$ cat src/common/vmul_pkg.sv
// Shared definitions for the vector multiply unit.
// One 256-bit register group is split over four 64-bit lanes.
// The vector length counts elements of the selected width and ranges 0 to 32.

package vmul_pkg;

    ////////////////////
    // sizes
    ////////////////////

    localparam int NUM_LANES    = 4;
    localparam int LANE_W       = 64;
    localparam int VREG_W       = NUM_LANES * LANE_W;
    localparam int VREG_BYTES   = VREG_W / 8;
    localparam int VL_W         = 6;

    // clock edges from lane input to lane output
    localparam int LANE_LATENCY = 3;

    ////////////////////
    // encodings
    ////////////////////

    typedef enum logic [1:0] {
        VMUL    = 2'd0,
        VMULH   = 2'd1,
        VMULHU  = 2'd2,
        VMULHSU = 2'd3
    } instr_type_t;

    // encoding is log2 of the element size in bytes
    typedef enum logic [1:0] {
        SEW_8  = 2'd0,
        SEW_16 = 2'd1,
        SEW_32 = 2'd2,
        SEW_64 = 2'd3
    } sew_t;

    ////////////////////
    // data types
    ////////////////////

    typedef logic [LANE_W-1:0] bus64_t;

    // one lane word under each element width
    typedef union packed {
        logic [7:0][7:0]  b;
        logic [3:0][15:0] h;
        logic [1:0][31:0] w;
        logic [63:0]      d;
    } elem64_u;

endpackage

$ cat src/vmul_unit/vmul_dispatch.sv
// Input stage of the multiply unit. Operands are captured only on valid_i.
// vl_i is not clamped, so it must not exceed the element count of the group.

module vmul_dispatch (
    input  logic                                        clk_i,
    input  logic                                        rstn_i,
    input  logic                                        valid_i,
    input  vmul_pkg::instr_type_t                       instr_type_i,
    input  vmul_pkg::sew_t                              sew_i,
    input  logic [vmul_pkg::VL_W-1:0]                   vl_i,
    input  logic [vmul_pkg::VREG_W-1:0]                 vs1_i,
    input  logic [vmul_pkg::VREG_W-1:0]                 vs2_i,
    input  logic [vmul_pkg::VREG_W-1:0]                 vd_old_i,
    output vmul_pkg::bus64_t [vmul_pkg::NUM_LANES-1:0]  lane_vs1_o,
    output vmul_pkg::bus64_t [vmul_pkg::NUM_LANES-1:0]  lane_vs2_o,
    output vmul_pkg::instr_type_t                       instr_type_o,
    output vmul_pkg::sew_t                              sew_o,
    output logic                                        valid_o,
    output logic [vmul_pkg::VREG_BYTES-1:0]             byte_en_o,
    output logic [vmul_pkg::VREG_W-1:0]                 vd_old_o
);

    logic [vmul_pkg::VREG_BYTES-1:0] byte_en_d;

    // byte k belongs to element k >> sew, active while below vl
    always_comb begin
        for (int k = 0; k < vmul_pkg::VREG_BYTES; k++) begin
            byte_en_d[k] = ((k >> int'(sew_i)) < int'(vl_i));
        end
    end

    ////////////////////
    // input register
    ////////////////////

    always_ff @(posedge clk_i or negedge rstn_i) begin
        if (!rstn_i) begin
            valid_o      <= 1'b0;
            instr_type_o <= vmul_pkg::VMUL;
            sew_o        <= vmul_pkg::SEW_8;
            byte_en_o    <= '0;
            lane_vs1_o   <= '0;
            lane_vs2_o   <= '0;
            vd_old_o     <= '0;
        end else begin
            valid_o <= valid_i;
            if (valid_i) begin
                instr_type_o <= instr_type_i;
                sew_o        <= sew_i;
                byte_en_o    <= byte_en_d;
                // lane n takes bits [64n+63:64n]
                lane_vs1_o   <= vs1_i;
                lane_vs2_o   <= vs2_i;
                vd_old_o     <= vd_old_i;
            end
        end
    end

    // the group holds 32 bytes, so at most 32 >> sew elements
    vl_in_range_a : assert property (
        @(posedge clk_i) disable iff (!rstn_i)
        valid_i |-> (int'(vl_i) <= (vmul_pkg::VREG_BYTES >> int'(sew_i)))
    );

endmodule

$ cat config.mk
export PLATFORM = sky130hd
export DESIGN_NAME = vmul_dispatch
export DESIGN_NICKNAME = d
export VERILOG_FILES = /design/src/common/vmul_pkg.sv /design/src/vmul_unit/vmul_dispatch.sv
export SDC_FILE = /design/constraint.sdc
export NUM_CORES = 1
export LEC_CHECK = 0
export ABC_CLOCK_PERIOD_IN_PS = 1400
export BUFFER_PORTS_ARGS = -buffer_cell sky130_fd_sc_hd__buf_4
export CAP_MARGIN = 0
export CORE_AREA = 5 5 621 623
export CTS_CLUSTER_SIZE = 20
export DETAILED_ROUTE_END_ITERATION = 10
export DIE_AREA = 0 0 626 628
export PLACE_DENSITY = 0.3
export SYNTH_ARGS = -nofsm -noshare
export SYNTH_HDL_FRONTEND = slang
export SYNTH_SLANG_ARGS = --single-unit
$ cat constraint.sdc
create_clock -name clk_i -period 1.4 [get_ports clk_i]
set_clock_uncertainty 0.1 [all_clocks]
set_input_delay 0.07 -clock clk_i [delete_from_list [all_inputs] [get_ports clk_i]]
set_output_delay 0.07 -clock clk_i [all_outputs]
set_load 0.1 [all_outputs]
==> Word level (Yosys, flattened, before mapping) <==
Cells that the tools add are included.
{ "classes": {"n_shift": 32, "n_eq_ne": 0, "add_sub_neg": 0, "n_bitwise": 0, "reduce_logical": 0, "n_mux": 0, "multipliers": 0, "magnitude_cmp": 32, "div_mod_pow": 0} }
{ "op_table": {"columns": ["cell", "count"], "rows": [
  ["$lt A32 B7 Y1", 32],
  ["$shr A5 B2 Y32 const A", 16],
  ["$shr A4 B2 Y32 const A", 8],
  ["$shr A3 B2 Y32 const A", 4],
  ["$shr A1 B2 Y32 const A", 2],
  ["$shr A2 B2 Y32 const A", 2]
]} }
{ "word_totals": {"mem_bits_rw": 0, "word_cells": 77, "n_memories": 0, "reg_bits": 805, "latchBits": 0, "output_inout_bits": 805, "romBits": 0} }

==> Depth between registers and ports, before layout <==
{ "logic_depth": {"depth_word": 2, "mapped_depth": 9, "ltp_nobuf": 8} }

==> Least setup slack after synthesis <==
Ideal clock, no wire load.
{ "synth_timing": {"path_type": "input to register", "from": "in sew_i[1]", "to": "reg byte_en_o[21] in the netlist's numbering", "setup_slack_ns": -0.293, "cell_stages": 8, "t_required_ns": 1.167, "arrival_time_ns": 1.460, "path_cell_list": "inv_1 -> ha_1 -> buf_4 -> or2_2 -> ha_1 -> nand2_1 -> o311ai_1 -> nand3_1"} }
{ "synth_via": {"elab_chain_len": 2} }
{ "synth_lines": {"columns": ["element", "line", "source"], "rows": [
  ["start, declared", "vmul_dispatch.sv:9", "input vmul_pkg::sew_t sew_i,"],
  ["$shr A5 B2 Y32", "vmul_dispatch.sv:28", "byte_en_d[k] = ((k >> int'(sew_i)) < int'(vl_i));"],
  ["$lt A32 B7 Y1", "vmul_dispatch.sv:28", null],
  ["end signal, assigned", "vmul_dispatch.sv:50", "byte_en_o <= byte_en_d;"],
  ["end, declared", "vmul_dispatch.sv:19", "output logic [vmul_pkg::VREG_BYTES-1:0] byte_en_o,"]
]} }
No other way between the ends.
A chain may end at the register's enable or synchronous reset.

==> Worst setup path in the final report <==
{ "layout_timing": {"from": "reg lane_vs2_o[74] in the netlist's numbering", "to": "out lane_vs2_o[74] in the netlist's numbering"} }
{ "layout_rtl": {"columns": ["element", "line", "source"], "rows": [
  ["start, declared", "vmul_dispatch.sv:15", "output vmul_pkg::bus64_t [vmul_pkg::NUM_LANES-1:0] lane_vs2_o,"],
  ["start signal, assigned", "vmul_dispatch.sv:53", "lane_vs2_o <= vs2_i;"]
]} }
No word-level cell between the ends.

==> reports/summary.txt <==
Count leader, synth: dfrtp_1
Synth Register Bits: 805
Final-report hold violation count: 2
Uppermost layer routed: met5
GPL Wtd Cong: 0.857
Pwr Density: 1240 nW/um2
Met3 wire length: 24900 um
DP Worst Slack: -0.570 ns
Max cap viols: 0
EDFF count, synth: 0
Pin count of the biggest net entering global routing: 93
CP arrival: 1.57 ns
DRT iter0 DRCs: 1225
Worst-path clk slew: 0.06 ns
Finished Layout Cells: 10400
# clock sinks: 805
Buf/Inv on CP: 1
Setup crit start kind: flop
Ratio of cells with drive above 1 in the final layout: 54.3%
Clock Latency Late Sink: 0.82 ns
Outcome: finished, violations left
RSZ-0062 raised after global routing: yes
Final hold slack: -0.0643 ns
Via density: 2.94
Total CTS buffers: 118
Worst ir drop on vdd: 0.000900 V
CP max stage delay: 0.49 ns
Final WS setup: -0.340 ns
Sequential share of the synthesized area: 65.7%
Core Rows: 227
IO buf count: 1585
Peak Freq: 0.575 GHz
Critical Path End Type: output pin
H-tree levels: 3
Area fraction of the dominant cell type after synthesis: 65.7%
Worst path required time: 1.23 ns
DIE HEIGHT: 628 um
DR DRC count: 0
First-pass GRT wire length: 347000 um
Clock Path Buffers: 4
Synth Warn #: 0
Wire per inst: 25.8 um
Synthesized cell area: 30700 um2
Total gr overflow: 0
Io pins: 1586
Min Clock Period, post-route: 1.74 ns
Worst hold path class: in2reg
Syn Inst Count: 1881
Total power: 0.0995 W
Detailed placement HPWL: 229000 um
DRT Pass-1 Iters: 4
Number of global-route vias before repair: 33500
Via count: 30700
Fin util: 21.1%
Layout area overhead: 161%
Post-Synthesis Net Count: 2692
Largest cells by area after synthesis: dfrtp_1, mux2_2, buf_2
Setup violators final: 837
M1 WL: 106000 um
Yosys top cell by area: dfrtp_1
GRT Overall Usage: 13.2%
Kind of critical path: reg2out
Root buf cell: clkbuf_16
Metal2 WL: 130000 um
Initial core utilization: 8.06%
Worst Tran Pin Value: 0.723 ns
# nets final: 6083
Placed inst area: 50000 um2
Post-route cell area: 80100 um2
CTS tree: yes
Post-synth cell types: 39
Syn_area_per_cell: 16.3 um2
Synth Flop Type: dfrtp_1
Final Max Tran Viols: 0
CP max stage cell: dfrtp_2
Dpl cells: 8552
Failing checks: hold timing, setup timing
P_leak: 33.9 nW
Post-synth ARST share: 100%
Total Wirelength: 269000 um
Fin crit share: 124%
Core area: 380000 um2
CP Cell Sequence: buf_12
Max FO, Critical Path: 2
Commonest cells in the netlist: dfrtp_1, mux2_2, buf_2
Die area: 393000 um2
Post-route ant nets: 0
Delay-heaviest family, CP: flip-flops
Die W: 626 um
Initial antenna violation count: 159
Max-slew headroom: 51.8%
[state kept, by name, summed over array words and instances (netlist names)]
register,cells
instr_type_o,2
lane_vs2_o,256
byte_en_o,32
sew_o,2
valid_o,1
vd_old_o,256
lane_vs1_o,256
[tightest hold or removal path, cell delays in order]
cell,delay (ns)
buf_6,0.13
inv_1,0.17
ha_4,0.20
buf_4,0.15
a221oi_1,0.08
[per-stage QoR]
stage | hold WS [ns] | setup TNS, ns
floorplan | -0.326 | -0.955
global placement | 0.127 | -56.08
detailed placement | 0.123 | -55.55
CTS | 0.0000780 | -389.39
global route | -0.0927 | -263.52
finish | -0.0643 | -182.35
[cells in the final DEF (no fill, tap or decap), drive strengths merged, types with 7 or more instances in the layout]
master / n
dfrtp: 805
ha: 30
diode: 43
mux2: 772
nand2: 13
a21oi: 33
nand2b: 18
dlygate4sd3: 1482
nand3: 13
clkinvlp: 7
nor2: 23
clkinv: 21
inv: 23
clkbuf: 171
o21ai: 16
buf: 1882
[logic make-up (layout without fill, tap and decap cells)]
kind of cell,count (synthesis),after routing,synth area share (%)
xor+xnor,3,3,0.0857
compound gates,74,74,1.47
other cells,0,43,0
mux,772,772,28.4
fa+ha+maj,30,30,1.22
simple gates,80,80,1.33
buf+inv,117,3593,1.83
flops,805,805,65.7
[where the power goes]
| group | leakage, nW | internal, W | switching, W |
|---|---|---|---|
| clock | 1.84 | 0.0176 | 0.0126 |
| sequential | 9.29 | 0.0257 | 0.00286 |
| combinational | 22.8 | 0.0160 | 0.0248 |
[metal layers]
metal | global-route usage, % | vias up
met2 | 22.6 | 1163
li1 | - | 13600
met4 | 3.11 | 64
met1 | 15.4 | 15500
met3 | 5.29 | 360
met5 | 0 | -
[cell type report]
class	instances	area, um2
Fill cell	40800	300000
Sequential cell	805	20200
Tap cell	5038	6300
Clock inverter	36	444
Multi-Input combinational cell	959	10000
Timing Repair Buffer	3367	39600
Inverter	21	82.6
Clock buffer	169	3340
Antenna cell	43	108
[final timing paths]
| path | end | start | slack (ns) | cells past startpoint |
|---|---|---|---|---|
| max | lane_vs2_o[74] | lane_vs2_o[74]$_DFFE_PN0P_ | -0.34 | 1 |
| min | byte_en_o[5]$_DFFE_PN0P_ | sew_i[0] | -0.06 | 5 |
| max reg2reg | byte_en_o[0]$_DFFE_PN0P_ | byte_en_o[0]$_DFFE_PN0P_ | 0.07 | 3 |
| min reg2reg | vd_old_o[79]$_DFFE_PN0P_ | vd_old_o[79]$_DFFE_PN0P_ | 0.47 | 1 |
| max in group asynchronous | lane_vs1_o[207]$_DFFE_PN0P_ | rstn_i | 0.23 | 5 |
| min in group asynchronous | lane_vs1_o[231]$_DFFE_PN0P_ | rstn_i | 0.03 | 4 |
[timing repair]
action                                  in CTS  in global routing
hold buffers                              1484                  8
setup buffers                              106                 43
hold endpoints to repair                  1610                 47
pin swaps                                    0                  1
resized for setup                         2450                 41
gates cloned                                 0                  1
endpoints found under the setup margin     805               1201
(Power assumes the default switching activity.)
