[src/common/vmul_pkg.sv]
// Shared definitions for the vector multiply unit.
// One 256-bit register group is split over four 64-bit lanes.
// The vector length counts elements of the selected width and ranges 0 to 32.

package vmul_pkg;

    ////////////////////
    // sizes
    ////////////////////

    localparam int NUM_LANES    = 4;
    localparam int LANE_W       = 64;
    localparam int VREG_W       = NUM_LANES * LANE_W;
    localparam int VREG_BYTES   = VREG_W / 8;
    localparam int VL_W         = 6;

    // clock edges from lane input to lane output
    localparam int LANE_LATENCY = 3;

    ////////////////////
    // encodings
    ////////////////////

    typedef enum logic [1:0] {
        VMUL    = 2'd0,
        VMULH   = 2'd1,
        VMULHU  = 2'd2,
        VMULHSU = 2'd3
    } instr_type_t;

    // encoding is log2 of the element size in bytes
    typedef enum logic [1:0] {
        SEW_8  = 2'd0,
        SEW_16 = 2'd1,
        SEW_32 = 2'd2,
        SEW_64 = 2'd3
    } sew_t;

    ////////////////////
    // data types
    ////////////////////

    typedef logic [LANE_W-1:0] bus64_t;

    // one lane word under each element width
    typedef union packed {
        logic [7:0][7:0]  b;
        logic [3:0][15:0] h;
        logic [1:0][31:0] w;
        logic [63:0]      d;
    } elem64_u;

endpackage

[src/vmul_unit/vmul_collect.sv]
// Output stage. Valid, byte mask and old destination are delayed to meet
// the lane results; tail bytes keep the old destination.
// vd_o only changes on a valid result and holds it otherwise.

module vmul_collect (
    input  logic                                        clk_i,
    input  logic                                        rstn_i,
    input  logic                                        valid_i,
    input  logic [vmul_pkg::VREG_BYTES-1:0]             byte_en_i,
    input  logic [vmul_pkg::VREG_W-1:0]                 vd_old_i,
    input  vmul_pkg::bus64_t [vmul_pkg::NUM_LANES-1:0]  lane_vd_i,
    output logic                                        valid_o,
    output logic [vmul_pkg::VREG_W-1:0]                 vd_o
);

    localparam int LAT = vmul_pkg::LANE_LATENCY;

    logic [LAT-1:0]                                valid_dly;
    logic [LAT-1:0][vmul_pkg::VREG_BYTES-1:0]      be_dly;
    logic [LAT-1:0][vmul_pkg::VREG_W-1:0]          old_dly;
    logic [vmul_pkg::VREG_W-1:0]                   lane_flat;
    logic [vmul_pkg::VREG_W-1:0]                   merged;

    // delay line, entry LAT-1 lines up with the lane outputs
    always_ff @(posedge clk_i or negedge rstn_i) begin
        if (!rstn_i) begin
            valid_dly <= '0;
            be_dly    <= '0;
            old_dly   <= '0;
        end else begin
            valid_dly <= {valid_dly[LAT-2:0], valid_i};
            be_dly    <= {be_dly[LAT-2:0], byte_en_i};
            old_dly   <= {old_dly[LAT-2:0], vd_old_i};
        end
    end

    assign lane_flat = lane_vd_i;

    // byte merge
    always_comb begin
        for (int b = 0; b < vmul_pkg::VREG_BYTES; b++) begin
            merged[b*8+:8] = be_dly[LAT-1][b] ? lane_flat[b*8+:8] : old_dly[LAT-1][b*8+:8];
        end
    end

    always_ff @(posedge clk_i or negedge rstn_i) begin
        if (!rstn_i) begin
            valid_o <= 1'b0;
            vd_o    <= '0;
        end else begin
            valid_o <= valid_dly[LAT-1];
            if (valid_dly[LAT-1]) begin
                vd_o <= merged;
            end
        end
    end

    // back to back outputs need back to back inputs
    valid_pair_a : assert property (
        @(posedge clk_i) disable iff (!rstn_i)
        (valid_o && $past(valid_o)) |-> ($past(valid_i, LAT + 1) && $past(valid_i, LAT + 2))
    );

endmodule

[config.mk]
export PLATFORM = sky130hd
export DESIGN_NAME = vmul_collect
export DESIGN_NICKNAME = d
export VERILOG_FILES = /design/src/common/vmul_pkg.sv /design/src/vmul_unit/vmul_collect.sv
export SDC_FILE = /design/constraint.sdc
export NUM_CORES = 1
export LEC_CHECK = 0
export BUFFER_PORTS_ARGS = -buffer_cell sky130_fd_sc_hd__buf_2
export CAP_MARGIN = 10
export CORE_AREA = 2 2 311 313
export DETAILED_ROUTE_END_ITERATION = 12
export DIE_AREA = 0 0 313 315
export GPL_ROUTABILITY_DRIVEN = 1
export PLACE_DENSITY_LB_ADDON = 0.25
export SLEW_MARGIN = 40
export SYNTH_ARGS = -nofsm -noshare
export SYNTH_HDL_FRONTEND = slang
export SYNTH_SLANG_ARGS = --single-unit
[constraint.sdc]
create_clock -name clk_i -period 1.2 [get_ports clk_i]
set_clock_uncertainty 0.1 [all_clocks]
set_input_delay 0.36 -clock clk_i [delete_from_list [all_inputs] [get_ports clk_i]]
set_output_delay 0.36 -clock clk_i [all_outputs]
set_load 0.02 [all_outputs]
# Word level (Yosys, flattened, before mapping)
# Index checks and enable logic that the tools add are counted.
dict set report word_totals {
  inputBits 547
  regBits 1124
  wordCells 41
  output_inout_bits 257
}
dict set report op_classes {
  muxes 32
}
# op count
set op_table {}
lappend op_table {{$mux W8} 32}

# Depth between registers and ports, before layout
# Gate-level depths: netlist of the first run.
dict set report depth {
  word_depth 1
  mapped_depth 5
  depth_no_buf 2
}

# Least setup slack after synthesis of the first run
# No wires, ideal clock.
dict set report synth_path {
  path_kind {flip-flop to flip-flop}
  startpoint {register valid_dly[2]}
  endpoint {register vd_o[231] (netlist name)}
  t_arrival_ns 0.938
  setup_ns 0.126
  synth_period_minus_slack_ns 1.164
  path_slack_ns 0.036
  required_time_ns 0.974
  path_buffers 3
  stages_incl_launch_ff 6
  path_cell_list {dfrtp_1 > buf_4 > buf_4 > buf_4 > nor2_1 > a21oi_1}
}
# item line
set synth_rtl {}
lappend synth_rtl {{from (decl)} vmul_collect.sv:18} ;# logic [LAT-1:0] valid_dly;
lappend synth_rtl {{from (signal assigned)} vmul_collect.sv:31} ;# valid_dly <= {valid_dly[LAT-2:0], valid_i};
lappend synth_rtl {{to (signal assigned)} vmul_collect.sv:53} ;# vd_o <= merged;
lappend synth_rtl {{to (decl)} vmul_collect.sv:13} ;# output logic [vmul_pkg::VREG_W-1:0] vd_o

# Worst setup path in the final report of the first run
dict set report layout_path {
  startpoint {register vd_o[198] (netlist name)}
  endpoint {output port vd_o[198] (netlist name)}
}
# No word-level cell between the ends.

==> impl_results.html, run 1 <==
<table>
<tr><th>Metric</th><th>Value</th></tr>
<tr><th colspan="2">Setup path</th></tr>
<tr><td>Ordered cell list for the critical path</td><td>buf_6</td></tr>
<tr><td>Largest fanout on the critical path</td><td>2</td></tr>
<tr><td>Crit path buf inv count</td><td>1</td></tr>
<tr><td>Type of element capturing the critical path</td><td>output port</td></tr>
<tr><td>Flop-to-flop setup slack</td><td>-0.38 ns</td></tr>
<tr><td>Source of the worst register-to-register timing path</td><td>valid_dly[2]$_DFF_PN0_</td></tr>
<tr><td>Startpoint Class</td><td>register</td></tr>
<tr><td>Cell family with most CP delay</td><td>flip-flops</td></tr>
<tr><td>Cell depth of the worst setup path</td><td>1</td></tr>
<tr><td>Critical setup path kind</td><td>reg2out</td></tr>
<tr><td>Critical path required time</td><td>0.74 ns</td></tr>
<tr><td>Largest stage delay on the critical path</td><td>0.45 ns</td></tr>
<tr><td>Worst setup path startpoint</td><td>vd_o[198]$_DFFE_PN0P_</td></tr>
<tr><td>Data arrival time at the worst-slack endpoint</td><td>1.32 ns</td></tr>
<tr><td>Number of cells on the worst reg-to-reg path</td><td>6</td></tr>
<tr><td>Capturing element of the worst setup path</td><td>vd_o[198]</td></tr>
<tr><td>CP max-delay cell</td><td>sky130_fd_sc_hd__dfrtp_1</td></tr>
<tr><td>Worst R2R End</td><td>vd_o[149]$_DFFE_PN0P_</td></tr>
<tr><th colspan="2">Clocking</th></tr>
<tr><td>CTS root buffer</td><td>sky130_fd_sc_hd__clkbuf_16</td></tr>
<tr><td>Clock latency on the worst-skew pair</td><td>0.69 ns</td></tr>
<tr><td>Max Root-Sink Buffers</td><td>3</td></tr>
<tr><td>TritonCTS clock tree</td><td>built</td></tr>
<tr><td>Clock buffer count from CTS</td><td>111</td></tr>
<tr><td>CTS H-tree lvls</td><td>3</td></tr>
<tr><td>Clock-pin slew on the worst setup and hold paths</td><td>around 0.060 ns</td></tr>
<tr><td>Clock Sink Count</td><td>1124</td></tr>
<tr><th colspan="2">Routing</th></tr>
<tr><td>Average via count per standard cell</td><td>4.60</td></tr>
<tr><td>Via Count</td><td>23800</td></tr>
<tr><td>Number of design-rule violations left by the first detailed-router iteration</td><td>1396</td></tr>
<tr><td>Wire length per cell after detailed routing</td><td>between 20 and 25 um</td></tr>
<tr><td>Remaining design rule violation count</td><td>0</td></tr>
<tr><td>Length of the first detailed-routing pass in iterations</td><td>5</td></tr>
<tr><td>Post-route ant nets</td><td>0</td></tr>
<tr><td>Wire length reported by the detailed router</td><td>114000 um</td></tr>
<tr><th colspan="2">Synthesis</th></tr>
<tr><td>Sequential element share of the synthesized area</td><td>a little over four fifths</td></tr>
<tr><td>Cells after Synth</td><td>1981</td></tr>
<tr><td>EDFF count, synth</td><td>0</td></tr>
<tr><td>Synth Net Count</td><td>2528</td></tr>
<tr><td>Yosys cell types</td><td>8</td></tr>
<tr><td>Proportion of register bits with asynchronous set or reset after synthesis</td><td>100%</td></tr>
<tr><td>Biggest area contributors in the synthesized netlist</td><td>sky130_fd_sc_hd__dfrtp_1 (84%), sky130_fd_sc_hd__mux2i_1 (7.6%), sky130_fd_sc_hd__a21oi_1 (3.8%)</td></tr>
<tr><td>Mean area per synthesized cell</td><td>16.9 um2</td></tr>
<tr><td>Most used standard cell by instance count after synthesis</td><td>sky130_fd_sc_hd__dfrtp_1</td></tr>
<tr><td>YS warnings</td><td>0</td></tr>
<tr><td>Mapped cell area</td><td>33500 um2</td></tr>
<tr><td>Leading register cell type out of synthesis</td><td>sky130_fd_sc_hd__dfrtp_1</td></tr>
<tr><td>Post-synth top area share</td><td>83.9%</td></tr>
<tr><td>Dominant cell type by area after synthesis</td><td>sky130_fd_sc_hd__dfrtp_1</td></tr>
<tr><td>List of most frequent post-synthesis cells</td><td>sky130_fd_sc_hd__dfrtp_1 (1124), sky130_fd_sc_hd__a21oi_1 (256), sky130_fd_sc_hd__mux2i_1 (256), sky130_fd_sc_hd__nor2_1 (256), sky130_fd_sc_hd__buf_2 (34)</td></tr>
<tr><td>Flops &amp; latches, synth</td><td>1124</td></tr>
<tr><th colspan="2">Global route</th></tr>
<tr><td>Largest net degree at the start of global routing</td><td>roughly 80</td></tr>
<tr><td>Remaining global-route overflow</td><td>0</td></tr>
<tr><td>Global-route wire length before repair</td><td>160000 um</td></tr>
<tr><td>Initial antenna violation count</td><td>34</td></tr>
<tr><td>Overall routing resource usage</td><td>21.6%</td></tr>
<tr><td>Via count of the first global-routing pass</td><td>about 26000</td></tr>
<tr><th colspan="2">Placed design</th></tr>
<tr><td>Total of buffers placed on input and output ports</td><td>803</td></tr>
<tr><td>Global placer's final weighted congestion</td><td>around 0.9</td></tr>
<tr><td>Placement Cell Area</td><td>40400 um2</td></tr>
<tr><td>Post-Place Cells</td><td>4112</td></tr>
<tr><td>Post-Place Worst Slack</td><td>-0.187 ns</td></tr>
<tr><td>DPL Wire Length</td><td>65400 um</td></tr>
<tr><th colspan="2">STA</th></tr>
<tr><td>Slew of the pin with the lowest slew margin</td><td>about 0.6 ns</td></tr>
<tr><td>RSZ-0062 raised after global routing</td><td>yes</td></tr>
<tr><td>Hold Vio Cnt, Final</td><td>0</td></tr>
<tr><td>Max Freq</td><td>0.563 GHz</td></tr>
<tr><td>Final worst path period need</td><td>1.78 ns</td></tr>
<tr><td>Hold WS</td><td>0.0467 ns</td></tr>
<tr><td>Final-report setup violation count</td><td>514</td></tr>
<tr><td>Portion of the clock cycle consumed by the worst path in the final layout</td><td>148%</td></tr>
<tr><td>PnR worst setup slack</td><td>-0.577 ns</td></tr>
<tr><td>Final-report max-slew violation count</td><td>0</td></tr>
<tr><td>Worst slew margin</td><td>58.2%</td></tr>
<tr><th colspan="2">Floorplanning</th></tr>
<tr><td>Effective utilization at floorplan</td><td>35.0%</td></tr>
<tr><td>Floorplan die area</td><td>98600 um2</td></tr>
<tr><td>I/O pin count</td><td>804</td></tr>
<tr><td>Floorplan die height</td><td>315 um</td></tr>
<tr><td># rows</td><td>roughly 110</td></tr>
<tr><td>Total core area</td><td>95700 um2</td></tr>
<tr><td>Chip Width</td><td>roughly 310 um</td></tr>
<tr><th colspan="2">Min path</th></tr>
<tr><td>Kind of path behind the tightest hold check</td><td>in2reg</td></tr>
<tr><th colspan="2">Power and ir drop</th></tr>
<tr><td>Share of total power in combinational logic</td><td>14.4%</td></tr>
<tr><td>Internal power</td><td>68.4 mW</td></tr>
<tr><td>Static leakage</td><td>26.3 nW</td></tr>
<tr><td>Worst vdd ir</td><td>1370 uV</td></tr>
<tr><td>Clock power frac</td><td>39.8%</td></tr>
<tr><td>Total power density per cell area</td><td>1580 nW/um2</td></tr>
<tr><td>Switching Power</td><td>22.8 mW</td></tr>
<tr><td>Fraction of power spent switching nets</td><td>25.0%</td></tr>
<tr><td>Sequential share of power</td><td>a little under half</td></tr>
<tr><th colspan="2">Cells and area</th></tr>
<tr><td>Layout net count</td><td>4333</td></tr>
<tr><td>Final Cell Area</td><td>57800 um2</td></tr>
<tr><td>Filler-free cell count of the finished design</td><td>between 5000 and 6000</td></tr>
<tr><td>Area delta synth-&gt;final</td><td>72.4%</td></tr>
<tr><td>Share of final-layout standard cells stronger than drive strength 1</td><td>just under 50%</td></tr>
<tr><td>Core utilization of the finished layout</td><td>60.4%</td></tr>
<tr><th colspan="2">Run status</th></tr>
<tr><td>Result of the run</td><td>complete, but fails checks</td></tr>
<tr><td>Violated checks</td><td>setup timing</td></tr>
<tr><th colspan="2">Run</th></tr>
<tr><td>Maximum capacitance violations</td><td>0</td></tr>
</table>
==> power by group through the flow <==
stage	Sequential, mW	Combinational (mW)	Clock (mW)
2_1_floorplan	42.8	1.68	0
3_3_place_gp	41.9	6.55	0
3_5_place_dp	42.0	6.68	0
5_1_grt	42.0	13.8	38.7
4_1_cts	41.7	11.3	36.7
6_report	41.8	13.2	36.3
==> worst min-delay path by stage <==
| stage | start | endpoint | slack, ns | cells past startpoint |
|---|---|---|---|---|
| 2_1_floorplan | rstn_i | be_dly[0]$_DFF_PN0_ | -0.04 | 0 |
| 3_3_place_gp | old_dly[438]$_DFF_PN0_ | old_dly[694]$_DFF_PN0_ | 0.23 | 0 |
| 3_5_place_dp | be_dly[57]$_DFF_PN0_ | be_dly[89]$_DFF_PN0_ | 0.23 | 0 |
| 4_1_cts | lane_vd_i[5] | vd_o[5]$_DFFE_PN0P_ | 0.0005 | 4 |
| 5_1_grt | lane_vd_i[6] | vd_o[6]$_DFFE_PN0P_ | 0.06 | 4 |
| 6_report | lane_vd_i[6] | vd_o[6]$_DFFE_PN0P_ | 0.05 | 4 |
==> worst reg2reg max path, cell delays in order (launching register included) <==
cell,delay [ns]
sky130_fd_sc_hd__dfrtp_4,0.51
sky130_fd_sc_hd__buf_12,0.16
sky130_fd_sc_hd__buf_16,0.16
sky130_fd_sc_hd__buf_12,0.16
sky130_fd_sc_hd__buf_12,0.15
sky130_fd_sc_hd__nor2_2,0.17
sky130_fd_sc_hd__a21oi_2,0.05
==> sequential cells by signal, indices dropped and copies added, names as in the netlist <==
name / count
old_dly: 768
vd_o: 256
be_dly: 96
valid_dly: 3
valid_o: 1
==> layout by cell type, fill, tap and decap left out <==
cell type                          n
sky130_fd_sc_hd__clkinv_2         25
sky130_fd_sc_hd__clkinv_16         1
sky130_fd_sc_hd__bufinv_16        13
sky130_fd_sc_hd__clkinv_4          3
sky130_fd_sc_hd__clkbuf_1         19
sky130_fd_sc_hd__nor2_4          211
sky130_fd_sc_hd__buf_12          109
sky130_fd_sc_hd__buf_4           261
sky130_fd_sc_hd__dlygate4sd3_1   543
sky130_fd_sc_hd__buf_8             7
sky130_fd_sc_hd__dfrtp_1        1111
sky130_fd_sc_hd__a21oi_2         186
sky130_fd_sc_hd__nor2_1           14
sky130_fd_sc_hd__dfrtp_2          12
sky130_fd_sc_hd__clkinvlp_4       11
sky130_fd_sc_hd__nor2_2           31
sky130_fd_sc_hd__diode_2          25
sky130_fd_sc_hd__a21oi_4          33
sky130_fd_sc_hd__clkbuf_16       123
sky130_fd_sc_hd__mux2i_1         256
sky130_fd_sc_hd__dfrtp_4           1
sky130_fd_sc_hd__a21oi_1          37
sky130_fd_sc_hd__inv_16            2
sky130_fd_sc_hd__clkbuf_8         17
sky130_fd_sc_hd__buf_2           545
sky130_fd_sc_hd__buf_16           31
sky130_fd_sc_hd__buf_6           274
sky130_fd_sc_hd__inv_6             4
==> per-stage QoR <==
step	power [mW]	setup TNS (ns)
3_3_place_gp	48.5	-13.49
3_5_place_dp	48.7	-17.59
5_1_grt	94.5	-213.73
6_report	91.2	-192.90
2_1_floorplan	44.5	0
4_1_cts	89.7	-208.67
==> metal layers <==
layer	up-vias	part of all wire [%]	track usage, %
li1	10200	-	-
met1	12300	37	25.4
met2	929	52	37.7
met3	391	4.7	4.00
met4	14	5.5	11.8
met5	-	0.080	0
==> what timing repair did <==
| item | in CTS | in global routing |
|---|---|---|
| setup buffers | 132 | 137 |
| cloned | 50 | 11 |
| endpoints found under the setup margin | 510 | 514 |
| hold buffers | 543 | 0 |
| gates resized for setup | 889 | 517 |
| pin swaps | 89 | 154 |
| hold endpoints to repair | 1666 | 0 |
==> final cells by class <==
class                           instances  area [um2]
Clock buffer                          148        3110
Timing Repair Buffer                 1781       16600
Sequential cell                      1124       28100
Antenna cell                           25        62.6
Clock inverter                         59         729
Fill cell                            6632       37900
Multi-Input combinational cell        768        7540
Tap cell                             1276        1600
==> cell families after synthesis <==
group / share of synthesized area (%)
flip-flops: 83.9
multiplexers: 7.64
AO/OA/AOI/OAI: 3.82
buffers and inverters: 1.78
AND/OR/NAND/NOR: 2.87
Note: power is estimated with default switching activity, not from simulation.
==> run 2: changes to the inputs <==
Settings changed: MAX_ROUTING_LAYER from default to met4.
==> impl_results.html, run 2 (synthesis results as in run 1) <==
<table>
<tr><th>Metric</th><th>Value</th></tr>
<tr><th colspan="2">Clocking</th></tr>
<tr><td>Clock Sink Count</td><td>1124 (unchanged)</td></tr>
<tr><td>Clock latency on the worst-skew pair</td><td>0.69 ns (about the same)</td></tr>
<tr><td>Max Root-Sink Buffers</td><td>3 (unchanged)</td></tr>
<tr><td>CTS root buffer</td><td>sky130_fd_sc_hd__clkbuf_16 (unchanged)</td></tr>
<tr><td>Clock-pin slew on the worst setup and hold paths</td><td>0.06 ns (about the same)</td></tr>
<tr><td>TritonCTS clock tree</td><td>built (unchanged)</td></tr>
<tr><td>CTS H-tree lvls</td><td>3 (unchanged)</td></tr>
<tr><td>Clock buffer count from CTS</td><td>111 (unchanged)</td></tr>
<tr><th colspan="2">Setup path</th></tr>
<tr><td>Critical path required time</td><td>0.74 ns (about the same)</td></tr>
<tr><td>CP max-delay cell</td><td>sky130_fd_sc_hd__dfrtp_1 (unchanged)</td></tr>
<tr><td>Critical setup path kind</td><td>reg2out (unchanged)</td></tr>
<tr><td>Ordered cell list for the critical path</td><td>buf_6 (unchanged)</td></tr>
<tr><td>Cell family with most CP delay</td><td>flip-flops (unchanged)</td></tr>
<tr><td>Data arrival time at the worst-slack endpoint</td><td>1.31 ns (was 1.32 ns)</td></tr>
<tr><td>Startpoint Class</td><td>register (unchanged)</td></tr>
<tr><td>Largest stage delay on the critical path</td><td>0.45 ns (about the same)</td></tr>
<tr><td>Largest fanout on the critical path</td><td>2 (unchanged)</td></tr>
<tr><td>Flop-to-flop setup slack</td><td>-0.39 ns (was -0.38 ns)</td></tr>
<tr><td>Type of element capturing the critical path</td><td>output port (unchanged)</td></tr>
<tr><td>Crit path buf inv count</td><td>1 (unchanged)</td></tr>
<tr><th colspan="2">Cells and area</th></tr>
<tr><td>Multi-input gate area</td><td>7520 um2 (was 7540 um2)</td></tr>
<tr><td>Register with the most flip-flops</td><td>old_dly (unchanged)</td></tr>
<tr><td>Final Cell Area</td><td>57800 um2 (about the same)</td></tr>
<tr><td>Largest registers ranked by flip-flop count</td><td>old_dly (768), vd_o (256), be_dly (96) (unchanged)</td></tr>
<tr><td>Most frequent cells in the layout</td><td>sky130_fd_sc_hd__dfrtp_1 (1111), sky130_fd_sc_hd__buf_2 (545), sky130_fd_sc_hd__dlygate4sd3_1 (543), sky130_fd_sc_hd__buf_6 (274), sky130_fd_sc_hd__buf_4 (262) (was sky130_fd_sc_hd__dfrtp_1 (1111), sky130_fd_sc_hd__buf_2 (545), sky130_fd_sc_hd__dlygate4sd3_1 (543), sky130_fd_sc_hd__buf_6 (274), sky130_fd_sc_hd__buf_4 (261))</td></tr>
<tr><td>Most common cell after layout, fill and taps aside</td><td>sky130_fd_sc_hd__dfrtp_1 (unchanged)</td></tr>
<tr><td>Number of flip-flops in the largest register</td><td>768 (unchanged)</td></tr>
<tr><td>Share of final-layout standard cells stronger than drive strength 1</td><td>49.0% (about the same)</td></tr>
<tr><td>Flip-flop and latch area</td><td>28100 um2 (unchanged)</td></tr>
<tr><td>Filler-free cell count of the finished design</td><td>5191 (was 5181)</td></tr>
<tr><td>Number of fillers in the final layout</td><td>6641 (was 6632)</td></tr>
<tr><td>Area delta synth-&gt;final</td><td>72.5% (was 72.4%)</td></tr>
<tr><td>Layout net count</td><td>4335 (was 4333)</td></tr>
<tr><th colspan="2">STA</th></tr>
<tr><td>Final-report setup violation count</td><td>514 (unchanged)</td></tr>
<tr><td>RSZ-0062 raised after global routing</td><td>yes (unchanged)</td></tr>
<tr><td>Hold WS</td><td>0.0462 ns (was 0.0467 ns)</td></tr>
<tr><td>Slew of the pin with the lowest slew margin</td><td>0.580 ns (was 0.609 ns)</td></tr>
<tr><td>Max Freq</td><td>0.565 GHz (was 0.563 GHz)</td></tr>
<tr><td>Final worst path period need</td><td>1.77 ns (was 1.78 ns)</td></tr>
<tr><td>PnR worst setup slack</td><td>-0.571 ns (was -0.577 ns)</td></tr>
<tr><td>Portion of the clock cycle consumed by the worst path in the final layout</td><td>148% (about the same)</td></tr>
<tr><td>Final-report max-slew violation count</td><td>0 (unchanged)</td></tr>
<tr><td>Worst slew margin</td><td>60.3% (was 58.2%)</td></tr>
<tr><td>Hold Vio Cnt, Final</td><td>0 (unchanged)</td></tr>
<tr><th colspan="2">Floorplanning</th></tr>
<tr><td>I/O pin count</td><td>804 (unchanged)</td></tr>
<tr><td>Chip Width</td><td>313 um (unchanged)</td></tr>
<tr><td># rows</td><td>114 (unchanged)</td></tr>
<tr><td>Floorplan die height</td><td>315 um (unchanged)</td></tr>
<tr><td>Total core area</td><td>95700 um2 (unchanged)</td></tr>
<tr><td>Effective utilization at floorplan</td><td>35.0% (unchanged)</td></tr>
<tr><td>Floorplan die area</td><td>98600 um2 (unchanged)</td></tr>
<tr><th colspan="2">Global route</th></tr>
<tr><td>Overall routing resource usage</td><td>22.3% (was 21.6%)</td></tr>
<tr><td>Remaining global-route overflow</td><td>0 (unchanged)</td></tr>
<tr><td>Via count of the first global-routing pass</td><td>26300 (about the same)</td></tr>
<tr><td>Largest net degree at the start of global routing</td><td>82 (unchanged)</td></tr>
<tr><td>Initial antenna violation count</td><td>36 (was 34)</td></tr>
<tr><td>Global-route wire length before repair</td><td>160000 um (about the same)</td></tr>
<tr><th colspan="2">Run</th></tr>
<tr><td>Maximum capacitance violations</td><td>0 (unchanged)</td></tr>
<tr><th colspan="2">Routing</th></tr>
<tr><td>Remaining design rule violation count</td><td>0 (unchanged)</td></tr>
<tr><td>Length of the first detailed-routing pass in iterations</td><td>5 (unchanged)</td></tr>
<tr><td>Wire length per cell after detailed routing</td><td>22.0 um (was 22.1 um)</td></tr>
<tr><td>Number of design-rule violations left by the first detailed-router iteration</td><td>1355 (was 1396)</td></tr>
<tr><td>Post-route ant nets</td><td>0 (unchanged)</td></tr>
<tr><td>Via Count</td><td>23700 (was 23800)</td></tr>
<tr><td>Average via count per standard cell</td><td>4.57 (was 4.60)</td></tr>
<tr><td>Wire length reported by the detailed router</td><td>114000 um (about the same)</td></tr>
<tr><th colspan="2">Power and ir drop</th></tr>
<tr><td>Total power density per cell area</td><td>1580 nW/um2 (about the same)</td></tr>
<tr><td>Worst vdd ir</td><td>1370 uV (about the same)</td></tr>
<tr><td>Static leakage</td><td>26.3 nW (about the same)</td></tr>
<tr><th colspan="2">Run status</th></tr>
<tr><td>Violated checks</td><td>setup timing (unchanged)</td></tr>
<tr><td>Result of the run</td><td>complete, but fails checks (unchanged)</td></tr>
<tr><th colspan="2">Placed design</th></tr>
<tr><td>Total of buffers placed on input and output ports</td><td>803 (unchanged)</td></tr>
<tr><td>DPL Wire Length</td><td>65400 um (unchanged)</td></tr>
<tr><td>Placement Cell Area</td><td>40400 um2 (unchanged)</td></tr>
<tr><td>Global placer's final weighted congestion</td><td>0.914 (was 0.899)</td></tr>
<tr><td>Post-Place Cells</td><td>4112 (unchanged)</td></tr>
<tr><th colspan="2">Min path</th></tr>
<tr><td>Kind of path behind the tightest hold check</td><td>in2reg (unchanged)</td></tr>
</table>
## run 2: cell types whose count changed in the layout (fill, tap and decap cells not counted)
cell                      previous run  this run
sky130_fd_sc_hd__buf_12            109       110
sky130_fd_sc_hd__a21oi_1            37        39
sky130_fd_sc_hd__buf_4             261       262
sky130_fd_sc_hd__nor2_2             31        34
sky130_fd_sc_hd__a21oi_2           186       184
sky130_fd_sc_hd__diode_2            25        33
sky130_fd_sc_hd__nor2_4            211       209
sky130_fd_sc_hd__nor2_1             14        13
## run 2: through the flow
step	worst slack [ns]	util [%]	power, mW	setup TNS, ns
finish	-0.571	60.4	91.2	-193.89
global placement	-0.154	42.2	48.5	-13.49
detailed placement	-0.187	42.2	48.7	-17.59
floorplan	0.0361	-	44.5	0
CTS	-0.617	57.7	89.7	-208.67
global route	-0.618	60.4	94.5	-214.16
## run 2: timing repair
item | in CTS | in global routing
resized for setup | 889 | 516
buffers inserted | 132 | 140
setup endpoints to repair | 510 | 514
gates cloned | 50 | 11
hold buffers | 543 | 0
pin swaps | 89 | 151
hold endpoints to repair | 1666 | 0
## run 2: layout make-up
class | instances | share of cell area (%)
Sequential cell | 1124 | 48.7
Timing Repair Buffer | 1783 | 28.8
Multi-Input combinational cell | 768 | 13.0
Clock buffer | 148 | 5.37
Tap cell | 1276 | 2.76
Clock inverter | 59 | 1.26
Antenna cell | 33 | 0.143
## run 2: where the power goes
group | switching (mW) | internal, mW
sequential | 1.50 | 40.3
clock | 15.1 | 21.1
combinational | 6.15 | 7.01
total | 22.8 | 68.4
## run 2: worst paths after layout
check,depth (start not counted),startpoint,end
min,4,lane_vd_i[6],vd_o[6]$_DFFE_PN0P_
min in group asynchronous,3,rstn_i,old_dly[13]$_DFF_PN0_
max reg2reg,7,valid_dly[2]$_DFF_PN0_,vd_o[35]$_DFFE_PN0P_
max,1,vd_o[225]$_DFFE_PN0P_,vd_o[225]
max in group asynchronous,4,rstn_i,old_dly[584]$_DFF_PN0_
min reg2reg,0,old_dly[141]$_DFF_PN0_,old_dly[397]$_DFF_PN0_
## run 2: routing by layer
layer / part of all wire, % / vias to the layer above / GRT usage, %
met5: 0 / - / -
met2: 53 / 908 / 37.6
li1: - / 10200 / -
met1: 37 / 12200 / 25.3
met3: 4.8 / 389 / 4.06
met4: 5.5 / 0 / 12.0
